File: src/cpu_params.svh
`ifndef CPU_PARAMS_SVH
`define CPU_PARAMS_SVH

// datapath and address width
`define CPU_WORD_W 32

// register file size
`define CPU_REG_N 16

// r15 is the stack pointer by convention
`define CPU_REG_SP 15

// first fetch address after reset
`define CPU_RESET_PC 32'h0000_0000

`endif

File: src/cpu_isa_pkg.sv
package cpu_isa_pkg;

    typedef enum logic [3:0] {
        T_INH    = 4'h0,
        T_CMP    = 4'h3,
        T_ALU    = 4'h9,
        T_LOAD   = 4'ha,
        T_STORE  = 4'hb,
        T_BRANCH = 4'hc,
        T_LDI    = 4'he
    } insn_type_e;

    typedef enum logic [2:0] {
        ALU_ADD  = 3'h0,
        ALU_SUB  = 3'h1,
        ALU_AND  = 3'h2,
        ALU_OR   = 3'h3,
        ALU_XOR  = 3'h4,
        ALU_SHL  = 3'h5,
        ALU_SHR  = 3'h6,
        ALU_ASHR = 3'h7
    } alu_op_e;

    // values above BR_BLEU act as brn
    typedef enum logic [3:0] {
        BR_BRA  = 4'h0,
        BR_BEQ  = 4'h1,
        BR_BNE  = 4'h2,
        BR_BGTU = 4'h3,
        BR_BGT  = 4'h4,
        BR_BGE  = 4'h5,
        BR_BLE  = 4'h6,
        BR_BLT  = 4'h7,
        BR_BGEU = 4'h8,
        BR_BLTU = 4'h9,
        BR_BLEU = 4'ha
    } br_cond_e;

    typedef struct packed {
        logic ltu;
        logic lt;
        logic eq;
    } ccr_t;

    typedef struct packed {
        insn_type_e  itype;
        logic [3:0]  op;
        logic [3:0]  ra;
        logic [3:0]  rb;
        logic [3:0]  rc;
        logic [10:0] unused;
        logic        size;
    } insn_reg_t;

    typedef struct packed {
        insn_type_e  itype;
        logic [3:0]  op;
        logic [3:0]  ra;
        logic [3:0]  rb;
        logic [14:0] value;
        logic        size;   // second word follows
    } insn_imm_t;

    typedef union packed {
        insn_reg_t r;
        insn_imm_t i;
    } insn_u;

endpackage

File: src/cpu_ctrl_pkg.sv
package cpu_ctrl_pkg;

    typedef enum logic [1:0] {
        ALU2_B,
        ALU2_4,
        ALU2_SVAL
    } alu2_sel_e;

    typedef enum logic [1:0] {
        REG_ALU,
        REG_MDR,
        REG_B,
        REG_UVAL
    } reg_sel_e;

    typedef enum logic [1:0] {
        MDR_HOLD,
        MDR_BUS,
        MDR_ALU,
        MDR_A
    } mdr_sel_e;

    typedef enum logic [1:0] {
        MAR_HOLD,
        MAR_ALU,
        MAR_BUS
    } mar_sel_e;

    typedef enum logic [1:0] {
        PC_HOLD,
        PC_NEXT,
        PC_REL,
        PC_MAR
    } pc_sel_e;

    typedef enum logic {
        CCR_HOLD,
        CCR_ALU
    } ccr_sel_e;

    typedef enum logic {
        ADDR_PC,
        ADDR_MAR
    } addr_sel_e;

    typedef struct packed {
        logic                 ir_write;
        logic                 a_write;
        logic                 b_write;
        logic                 reg_write;
        logic [3:0]           reg_read_addr1;
        logic [3:0]           reg_read_addr2;
        logic [3:0]           reg_write_addr;
        cpu_isa_pkg::alu_op_e alu_func;
        alu2_sel_e            alu2_sel;
        reg_sel_e             reg_sel;
        mdr_sel_e             mdr_sel;
        mar_sel_e             mar_sel;
        pc_sel_e              pc_sel;
        ccr_sel_e             ccr_sel;
        addr_sel_e            addr_sel;
    } ctrl_t;

    typedef struct packed {
        logic        cyc;
        logic        write;
        logic [31:0] adr;
        logic [31:0] dat;
    } bus_req_t;

endpackage

File: src/cpu_alu.sv
`timescale 1ns/1ns

module cpu_alu (
    input  logic [31:0]          a,
    input  logic [31:0]          b,
    input  cpu_isa_pkg::alu_op_e func,
    output logic [31:0]          result,
    output cpu_isa_pkg::ccr_t    flags
);

    logic [32:0] diff;

    assign diff = {1'b0, a} - {1'b0, b};   // borrow in bit 32

    always_comb begin
        case (func)
            cpu_isa_pkg::ALU_ADD:  result = a + b;
            cpu_isa_pkg::ALU_SUB:  result = diff[31:0];
            cpu_isa_pkg::ALU_AND:  result = a & b;
            cpu_isa_pkg::ALU_OR:   result = a | b;
            cpu_isa_pkg::ALU_XOR:  result = a ^ b;
            cpu_isa_pkg::ALU_SHL:  result = a << b[4:0];
            cpu_isa_pkg::ALU_SHR:  result = a >> b[4:0];
            cpu_isa_pkg::ALU_ASHR: result = $signed(a) >>> b[4:0];
            default:               result = a;
        endcase
    end

    assign flags.ltu = diff[32];
    // a is less when negative if the signs differ
    assign flags.lt  = (a[31] ^ b[31]) ? a[31] : diff[31];
    assign flags.eq  = (diff[31:0] == 32'h0);

endmodule

File: src/cpu_control.sv
`timescale 1ns/1ns

module cpu_control (
    input  logic                clk_i,
    input  logic                rst_i,
    input  cpu_isa_pkg::insn_u  ir,
    input  cpu_isa_pkg::ccr_t   ccr,
    input  logic                bus_ack,
    output cpu_ctrl_pkg::ctrl_t ctrl,
    output logic                bus_cyc,
    output logic                bus_write,
    output logic                halt
);

    typedef enum logic [4:0] {
        S_FETCH, S_FETCH2, S_EVAL, S_TERM, S_ARG, S_ARG2, S_INH,
        S_CMP, S_CMP2, S_CMP3, S_ALU, S_ALU2, S_ALU3, S_ALU4,
        S_MDR2RA, S_BRANCH, S_LDIU, S_LOAD, S_LOAD2, S_LOAD3, S_LOADD,
        S_STORE, S_STORE2, S_STORE3, S_STORED, S_STORED2, S_STORE4, S_HALT
    } state_e;

    state_e state, state_next;
    logic   take;

    assign halt = (state == S_HALT);

    always_ff @(posedge clk_i or posedge rst_i) begin
        if (rst_i) begin
            state <= S_FETCH;
        end else begin
            state <= state_next;
        end
    end

    // branch condition table
    always_comb begin
        case (ir.r.op)
            cpu_isa_pkg::BR_BRA:  take = 1'b1;
            cpu_isa_pkg::BR_BEQ:  take = ccr.eq;
            cpu_isa_pkg::BR_BNE:  take = ~ccr.eq;
            cpu_isa_pkg::BR_BGTU: take = ~(ccr.ltu | ccr.eq);
            cpu_isa_pkg::BR_BGT:  take = ~(ccr.lt | ccr.eq);
            cpu_isa_pkg::BR_BGE:  take = ~ccr.lt;
            cpu_isa_pkg::BR_BLE:  take = ccr.lt | ccr.eq;
            cpu_isa_pkg::BR_BLT:  take = ccr.lt;
            cpu_isa_pkg::BR_BGEU: take = ~ccr.ltu;
            cpu_isa_pkg::BR_BLTU: take = ccr.ltu;
            cpu_isa_pkg::BR_BLEU: take = ccr.ltu | ccr.eq;
            default:              take = 1'b0;   // brn
        endcase
    end

    always_comb begin
        state_next          = state;
        ctrl                = '0;   // all selects hold, no writes
        ctrl.reg_read_addr1 = ir.r.ra;
        ctrl.reg_read_addr2 = ir.r.rb;
        ctrl.reg_write_addr = ir.r.ra;
        ctrl.alu_func       = cpu_isa_pkg::ALU_ADD;
        bus_cyc             = 1'b0;
        bus_write           = 1'b0;

        case (state)
            S_FETCH: begin
                bus_cyc       = 1'b1;
                ctrl.ir_write = 1'b1;
                if (bus_ack)
                    state_next = S_FETCH2;
            end
            S_FETCH2: begin
                ctrl.pc_sel = cpu_ctrl_pkg::PC_NEXT;
                state_next  = S_EVAL;
            end
            S_EVAL: begin
                case (ir.r.itype)
                    cpu_isa_pkg::T_INH:    state_next = S_INH;
                    cpu_isa_pkg::T_CMP:    state_next = S_CMP;
                    cpu_isa_pkg::T_ALU:    state_next = S_ALU;
                    cpu_isa_pkg::T_BRANCH: state_next = S_BRANCH;
                    cpu_isa_pkg::T_LDI:    state_next = ir.r.size ? S_ARG : S_LDIU;
                    cpu_isa_pkg::T_LOAD:   state_next = ir.r.size ? S_ARG : S_LOAD;
                    cpu_isa_pkg::T_STORE:  state_next = ir.r.size ? S_ARG : S_STORE;
                    default:               state_next = S_HALT;
                endcase
            end
            S_TERM: state_next = S_FETCH;
            S_ARG: begin   // second word into MAR and MDR
                bus_cyc      = 1'b1;
                ctrl.mar_sel = cpu_ctrl_pkg::MAR_BUS;
                ctrl.mdr_sel = cpu_ctrl_pkg::MDR_BUS;
                if (bus_ack)
                    state_next = S_ARG2;
            end
            S_ARG2: begin
                ctrl.pc_sel = cpu_ctrl_pkg::PC_NEXT;
                case (ir.r.itype)
                    cpu_isa_pkg::T_LOAD:  state_next = S_LOADD;
                    cpu_isa_pkg::T_STORE: state_next = S_STORED;
                    default:              state_next = S_MDR2RA;   // ldi with word
                endcase
            end
            S_INH: state_next = (ir.r.op == 4'h0) ? S_FETCH : S_HALT;
            S_CMP: begin
                ctrl.a_write = 1'b1;
                ctrl.b_write = 1'b1;
                state_next   = S_CMP2;
            end
            S_CMP2: begin
                ctrl.alu_func = cpu_isa_pkg::ALU_SUB;
                state_next    = S_CMP3;
            end
            S_CMP3: begin
                ctrl.alu_func = cpu_isa_pkg::ALU_SUB;
                ctrl.ccr_sel  = cpu_ctrl_pkg::CCR_ALU;
                state_next    = S_FETCH;
            end
            S_ALU: begin
                ctrl.reg_read_addr1 = ir.r.rb;
                ctrl.reg_read_addr2 = ir.r.rc;
                ctrl.a_write        = 1'b1;
                ctrl.b_write        = 1'b1;
                state_next          = ir.r.op[3] ? S_ALU3 : S_ALU2;
            end
            S_ALU2: begin
                ctrl.alu_func = cpu_isa_pkg::alu_op_e'(ir.r.op[2:0]);
                state_next    = S_ALU4;
            end
            S_ALU3: begin   // immediate form
                ctrl.alu_func = cpu_isa_pkg::alu_op_e'(ir.r.op[2:0]);
                ctrl.alu2_sel = cpu_ctrl_pkg::ALU2_SVAL;
                state_next    = S_ALU4;
            end
            S_ALU4: begin
                ctrl.mdr_sel = cpu_ctrl_pkg::MDR_ALU;
                state_next   = S_MDR2RA;
            end
            S_MDR2RA: begin
                ctrl.reg_sel   = cpu_ctrl_pkg::REG_MDR;
                ctrl.reg_write = 1'b1;
                state_next     = S_FETCH;
            end
            S_BRANCH: begin
                if (take)
                    ctrl.pc_sel = cpu_ctrl_pkg::PC_REL;
                state_next = S_FETCH;
            end
            S_LDIU: begin
                ctrl.reg_sel   = cpu_ctrl_pkg::REG_UVAL;
                ctrl.reg_write = 1'b1;
                state_next     = S_FETCH;
            end
            S_LOAD: begin
                ctrl.reg_read_addr1 = ir.r.rb;
                ctrl.a_write        = 1'b1;
                state_next          = S_LOAD2;
            end
            S_LOAD2: begin
                ctrl.alu2_sel = cpu_ctrl_pkg::ALU2_SVAL;
                state_next    = S_LOAD3;
            end
            S_LOAD3: begin
                ctrl.mar_sel = cpu_ctrl_pkg::MAR_ALU;
                state_next   = S_LOADD;
            end
            S_LOADD: begin
                bus_cyc       = 1'b1;
                ctrl.addr_sel = cpu_ctrl_pkg::ADDR_MAR;
                ctrl.mdr_sel  = cpu_ctrl_pkg::MDR_BUS;
                if (bus_ack)
                    state_next = S_MDR2RA;
            end
            S_STORE: begin
                ctrl.reg_read_addr1 = ir.r.rb;
                ctrl.a_write        = 1'b1;
                state_next          = S_STORE2;
            end
            S_STORE2: begin   // address in ALU, rA into A
                ctrl.alu2_sel = cpu_ctrl_pkg::ALU2_SVAL;
                ctrl.a_write  = 1'b1;
                state_next    = S_STORE3;
            end
            S_STORE3: begin
                ctrl.mar_sel = cpu_ctrl_pkg::MAR_ALU;
                ctrl.mdr_sel = cpu_ctrl_pkg::MDR_A;
                state_next   = S_STORE4;
            end
            S_STORED: begin
                ctrl.a_write = 1'b1;
                state_next   = S_STORED2;
            end
            S_STORED2: begin
                ctrl.mdr_sel = cpu_ctrl_pkg::MDR_A;
                state_next   = S_STORE4;
            end
            S_STORE4: begin
                bus_cyc       = 1'b1;
                bus_write     = 1'b1;
                ctrl.addr_sel = cpu_ctrl_pkg::ADDR_MAR;
                if (bus_ack)
                    state_next = S_TERM;
            end
            default: state_next = S_HALT;   // stuck until reset
        endcase
    end

endmodule

File: src/cpu_core.sv
`timescale 1ns/1ns
`include "cpu_params.svh"

module cpu_core (
    input  logic                   clk_i,
    input  logic                   rst_i,
    input  logic [`CPU_WORD_W-1:0] bus_rdata,
    input  logic                   bus_ack,
    output cpu_ctrl_pkg::bus_req_t bus_req,
    output logic                   halt
);

    cpu_ctrl_pkg::ctrl_t    ctrl;
    cpu_isa_pkg::insn_u     ir;
    cpu_isa_pkg::ccr_t      ccr;
    logic                   bus_cyc;
    logic                   bus_write;
    logic [`CPU_WORD_W-1:0] bus_adr;
    logic [`CPU_WORD_W-1:0] bus_wdata;

    cpu_control u_control (
        .clk_i     (clk_i),
        .rst_i     (rst_i),
        .ir        (ir),
        .ccr       (ccr),
        .bus_ack   (bus_ack),
        .ctrl      (ctrl),
        .bus_cyc   (bus_cyc),
        .bus_write (bus_write),
        .halt      (halt)
    );

    cpu_datapath u_datapath (
        .clk_i     (clk_i),
        .rst_i     (rst_i),
        .ctrl      (ctrl),
        .bus_rdata (bus_rdata),
        .ir        (ir),
        .ccr       (ccr),
        .bus_adr   (bus_adr),
        .bus_wdata (bus_wdata)
    );

    assign bus_req = '{cyc: bus_cyc, write: bus_write, adr: bus_adr, dat: bus_wdata};

endmodule

File: src/cpu_datapath.sv
`timescale 1ns/1ns
`include "cpu_params.svh"

module cpu_datapath (
    input  logic                   clk_i,
    input  logic                   rst_i,
    input  cpu_ctrl_pkg::ctrl_t    ctrl,
    input  logic [`CPU_WORD_W-1:0] bus_rdata,
    output cpu_isa_pkg::insn_u     ir,
    output cpu_isa_pkg::ccr_t      ccr,
    output logic [`CPU_WORD_W-1:0] bus_adr,
    output logic [`CPU_WORD_W-1:0] bus_wdata
);

    logic [`CPU_WORD_W-1:0] pc, mar, mdr, a, b, alu_q;
    logic [`CPU_WORD_W-1:0] rd1, rd2, alu2, alu_res, reg_wdata;
    logic [`CPU_WORD_W-1:0] sval, uval;
    cpu_isa_pkg::ccr_t      alu_flags;

    assign sval = {{(`CPU_WORD_W-15){ir.i.value[14]}}, ir.i.value};
    assign uval = {{(`CPU_WORD_W-15){1'b0}}, ir.i.value};

    assign bus_adr   = (ctrl.addr_sel == cpu_ctrl_pkg::ADDR_MAR) ? mar : pc;
    assign bus_wdata = mdr;

    always_comb begin
        case (ctrl.alu2_sel)
            cpu_ctrl_pkg::ALU2_4:    alu2 = `CPU_WORD_W'(4);
            cpu_ctrl_pkg::ALU2_SVAL: alu2 = sval;
            default:                 alu2 = b;
        endcase
    end

    always_comb begin
        case (ctrl.reg_sel)
            cpu_ctrl_pkg::REG_MDR:  reg_wdata = mdr;
            cpu_ctrl_pkg::REG_B:    reg_wdata = b;
            cpu_ctrl_pkg::REG_UVAL: reg_wdata = uval;
            default:                reg_wdata = alu_q;
        endcase
    end

    cpu_regfile u_regfile (
        .clk_i      (clk_i),
        .rst_i      (rst_i),
        .read_addr1 (ctrl.reg_read_addr1),
        .read_addr2 (ctrl.reg_read_addr2),
        .write_addr (ctrl.reg_write_addr),
        .write_en   (ctrl.reg_write),
        .write_data (reg_wdata),
        .read_data1 (rd1),
        .read_data2 (rd2)
    );

    cpu_alu u_alu (
        .a      (a),
        .b      (alu2),
        .func   (ctrl.alu_func),
        .result (alu_res),
        .flags  (alu_flags)
    );

    always_ff @(posedge clk_i or posedge rst_i) begin
        if (rst_i) begin
            pc  <= `CPU_RESET_PC;
            ccr <= '0;
        end else begin
            case (ctrl.pc_sel)
                cpu_ctrl_pkg::PC_NEXT: pc <= pc + `CPU_WORD_W'(4);
                cpu_ctrl_pkg::PC_REL:  pc <= pc + (sval << 2);   // word offset
                cpu_ctrl_pkg::PC_MAR:  pc <= mar;
                default:               pc <= pc;
            endcase
            if (ctrl.ccr_sel == cpu_ctrl_pkg::CCR_ALU)
                ccr <= alu_flags;
        end
    end

    always_ff @(posedge clk_i) begin
        alu_q <= alu_res;   // result used one state later
        if (ctrl.ir_write)
            ir <= bus_rdata;
        if (ctrl.a_write)
            a <= rd1;
        if (ctrl.b_write)
            b <= rd2;
        case (ctrl.mar_sel)
            cpu_ctrl_pkg::MAR_ALU: mar <= alu_q;
            cpu_ctrl_pkg::MAR_BUS: mar <= bus_rdata;
            default:               mar <= mar;
        endcase
        case (ctrl.mdr_sel)
            cpu_ctrl_pkg::MDR_BUS: mdr <= bus_rdata;
            cpu_ctrl_pkg::MDR_ALU: mdr <= alu_q;
            cpu_ctrl_pkg::MDR_A:   mdr <= a;
            default:               mdr <= mdr;
        endcase
    end

endmodule

File: src/cpu_regfile.sv
`timescale 1ns/1ns
`include "cpu_params.svh"

module cpu_regfile (
    input  logic                          clk_i,
    input  logic                          rst_i,
    input  logic [$clog2(`CPU_REG_N)-1:0] read_addr1,
    input  logic [$clog2(`CPU_REG_N)-1:0] read_addr2,
    input  logic [$clog2(`CPU_REG_N)-1:0] write_addr,
    input  logic                          write_en,
    input  logic [`CPU_WORD_W-1:0]        write_data,
    output logic [`CPU_WORD_W-1:0]        read_data1,
    output logic [`CPU_WORD_W-1:0]        read_data2
);

    logic [`CPU_WORD_W-1:0] regs [`CPU_REG_N];

    assign read_data1 = regs[read_addr1];
    assign read_data2 = regs[read_addr2];

    always_ff @(posedge clk_i or posedge rst_i) begin
        if (rst_i) begin
            for (int i = 0; i < `CPU_REG_N; i++)
                regs[i] <= '0;
        end else if (write_en) begin
            regs[write_addr] <= write_data;
        end
    end

endmodule

File: config.mk
export PLATFORM = sky130hd
export DESIGN_NAME = cpu_core
export DESIGN_NICKNAME = d
export VERILOG_FILES = /design/src/cpu_isa_pkg.sv /design/src/cpu_ctrl_pkg.sv /design/src/cpu_alu.sv /design/src/cpu_control.sv /design/src/cpu_core.sv /design/src/cpu_datapath.sv /design/src/cpu_regfile.sv
export VERILOG_INCLUDE_DIRS = /design/src
export SDC_FILE = /design/constraint.sdc
export NUM_CORES = 2
export LEC_CHECK = 0
export ABC_CLOCK_PERIOD_IN_PS = 17500
export BUFFER_PORTS_ARGS = -buffer_cell sky130_fd_sc_hd__buf_2
export CAP_MARGIN = 20
export CORE_MARGIN = 10
export CORE_UTILIZATION = 58
export DETAILED_ROUTE_END_ITERATION = 10
export GPL_TIMING_DRIVEN = 1
export PLACE_DENSITY_LB_ADDON = 0.12
export SLEW_MARGIN = 20
export SYNTH_ARGS = -nofsm -noshare
export SYNTH_HDL_FRONTEND = slang
export SYNTH_SLANG_ARGS = --single-unit
File: constraint.sdc
create_clock -name clk_i -period 17.5 [get_ports clk_i]
set_input_delay 2.625 -clock clk_i [delete_from_list [all_inputs] [get_ports clk_i]]
set_output_delay 2.625 -clock clk_i [all_outputs]
set_load 0.01 [all_outputs]
==> results.txt <==
synthesized area: 47900 um2
pwr dens: 199 nW/um2
Netlist cell types: 108
residual DRC count: 0
GRT Resource Usage Total: 38.3%
core area: 82000 um2
max_cap viols: 0
Final #Nets: 5371
worst skew pair latency: 0.68 ns
GR Util met3: 9.53%
vias in the first global route: 41700
routed wire length: 185 mm
ratio of cells with drive above 1 in the final layout: 13.3%
antenna violations before repair: 12
CP max-delay cell: o41ai_2
Final Hold Fails: 0
TritonCTS Sinks: 744
site row count: 105
largest net degree at the start of global routing: 162
final instance area: 52100 um2
Die Y: 307 um
die area: 94500 um2
Yosys warning count: 0
Setup Buffers After CTS: 0
Yosys top cell area share: 28.8%
Pleak: 21.5 nW
top_reg_cell synth: dfrtp_1
final setup vio count: 0
total grt overflow: 0
First DRT Iteration DRCs: 6292
port bufs: 101
Arr. time, crit path: 8.46 ns
Synth Net Count: 5505
P&R area growth vs syn: 8.76%
Setup Skew: 0.0428 ns
io pins: 102
Post-synth EDFFs: 160
drt first pass iters: 6
Req. time, crit path: 18.10 ns
delay-heaviest family, CP: compound AO/OA/AOI/OAI gates
Avg Synthesized Cell Area: 8.98 um2
Synth area leader: dfrtp_1
Vias: 44200
largest cells by area after synthesis: dfrtp_1 29%, edfxtp_1 10%, mux4_2 7.1%
outcome: completed
Initial Utilization: 58.4%
max-slew violations: 0
Hold-fix buffers, CTS: 0
Routed Antenna Nets: 0
GRT busiest layer: met2
clk root buf: clkbuf_16
CTS tree: done
setup ws final: 9.65 ns
critical path endpoint category: register
sequential area share after synthesis: 40.2%
FFs w/ async S/R, synth: 74.2%
Hold/Removal Path Class: reg2reg
critical path peak fanout: 40
CTS Buf Count: 84
nature of the critical path startpoint: register
vias per inst: 6.97
Peak VDD IR: 0.000112 V
clk buf depth: 3
Syn Inst Count: 5336
pre-CTS WS: 9.94 ns
RePlAce Congestion: 1.08
Period minus WS final: 7.85 ns
first-pass GRT wire length: 274 mm
post-CTS sizing: 0
max_slew headroom: 23.3%
chip width: 307 um
met2 Usage GRT: 56.9%
Setup Total Neg Slack: 0 ns
WL/cell: 29.2 um
DP HPWL: 124 mm
Reg clk slew, reported paths: 0.07 ns
worst slew pin tran: 1.14 ns
Final Cycle Share: 44.9%
crit-path max cell delay: 0.64 ns
Fin Hold WS: 0.372 ns
GR Util met1: 51.7%
Crit path buffers/inverters: 3
htree depth: 3
Max Fclk: 0.127 GHz
RSZ-0062 raised after global routing: no
#FFs+latches synth: 744
Cell Area, Placed: 49100 um2
kind of critical path: reg2reg
## cells in the final DEF, fill, tap and decap left out, types with 18 or more instances in the layout
cell	Yosys	layout
edfxtp_1	160	160
a211oi_1	232	232
a311oi_1	72	72
dfrtp_1	552	552
o21bai_1	20	20
xor2_1	23	23
xnor2_1	43	43
nand2_1	904	895
clkbuf_1	348	18
nor2_1	380	374
o31ai_1	22	20
a221oi_1	22	22
mux2i_1	68	60
o21ai_0	483	483
a21o_1	45	45
o211ai_1	52	52
a22o_1	19	19
nand3_1	56	55
and2_1	186	186
mux4_2	152	152
nor2b_1	27	24
nor3_1	55	52
a21oi_1	455	452
ha_1	130	130
inv_1	114	112
a31oi_1	124	124
a22oi_1	63	63
mux2_2	97	94
clkbuf_16	0	85
buf_4	22	127
buf_2	34	101
o22ai_1	25	25
dfxtp_1	32	32
## Yosys cell counts, types with 22 or more instances
| cell type | instances |
|---|---|
| o22ai_1 | 25 |
| xor2_1 | 23 |
| nor3_1 | 55 |
| mux2i_1 | 68 |
| buf_1 | 33 |
| dfxtp_1 | 32 |
| mux2_2 | 97 |
| and2_1 | 186 |
| nor2b_1 | 27 |
| o31ai_1 | 22 |
| o21ai_0 | 483 |
| inv_1 | 114 |
| o211ai_1 | 52 |
| nand3_1 | 56 |
| dfrtp_1 | 552 |
| a31oi_1 | 124 |
| a311oi_1 | 72 |
| buf_2 | 34 |
| a221oi_1 | 22 |
| a211oi_1 | 232 |
| edfxtp_1 | 160 |
| a21oi_1 | 455 |
| mux4_2 | 152 |
| nand2_1 | 904 |
| a22oi_1 | 63 |
| ha_1 | 130 |
| xnor2_1 | 43 |
| buf_4 | 22 |
| nor2_1 | 380 |
| clkbuf_1 | 348 |
| a21o_1 | 45 |
## flip-flops by register name, summed over array words and instances (netlist names)
| signal | flops |
|---|---|
| u_datapath.u_regfile.regs | 512 |
| u_datapath.pc | 32 |
| u_control.state | 5 |
| u_datapath.ccr | 3 |
| u_datapath.bus_wdata | 32 |
| u_datapath.b | 32 |
| u_datapath.ir | 32 |
| u_datapath.a | 32 |
| u_datapath.alu_q | 32 |
| u_datapath.mar | 32 |
## layer usage
metal | wire (um) | vias to the layer above
met5 | 119 | -
met3 | 21900 | 572
li1 | - | 19200
met2 | 80100 | 2781
met4 | 10300 | 12
met1 | 72700 | 21700
## layout make-up
type                       instances  area, um2
fill                            6934      29900
multi-input combinational       4018      26500
sequential                       744      19300
clock buffer                     117       2390
timing repair buffer             235       1580
tap                             1070       1340
clock inverter                    41        538
inverter                         119        455
antenna                            5       12.5
## power by group
part           internal, mW  leakage, nW  switching (mW)  total [mW]
logic                  1.87         10.9            3.71        5.58
registers              2.35         9.22           0.533        2.88
clock network          1.09         1.42           0.794        1.88
## kinds of logic (layout without fill, tap and decap cells)
group,count (synthesis),after routing,synth area share [%]
other,0,5,0
multiplexers,318,318,10.9
flip-flops,744,744,40.2
adder cells (fa/ha/maj),134,134,3.56
AND/OR/NAND/NOR,1727,1727,15.8
XOR/XNOR,66,66,1.21
buffers and inverters,574,512,5.08
AO/OA/AOI/OAI,1773,1773,23.2
## worst paths after layout
check	start	end	slack, ns	cells after the start
setup / recovery	u_control.state[1]	u_datapath.ccr[0]	9.65	25
hold / removal	u_datapath.pc[1]	u_datapath.pc[1]	0.37	0
setup reg to reg	u_control.state[1]	u_datapath.ccr[0]	9.65	25
hold reg to reg	u_datapath.pc[1]	u_datapath.pc[1]	0.37	0
max in group asynchronous	rst_i	u_datapath.u_regfile.regs[416]	11.92	6
min in group asynchronous	rst_i	u_datapath.u_regfile.regs[502]	2.01	2
## through the flow
stage,utilization (%),instances,power (mW)
3_3_place_gp,59.9,6184,8.19
5_1_grt,63.5,6344,10.8
2_1_floorplan,-,5336,6.27
3_5_place_dp,59.9,6184,8.22
4_1_cts,63.5,6342,10.1
6_report,63.6,6349,10.3
Power figures use the tool's default switching activity.
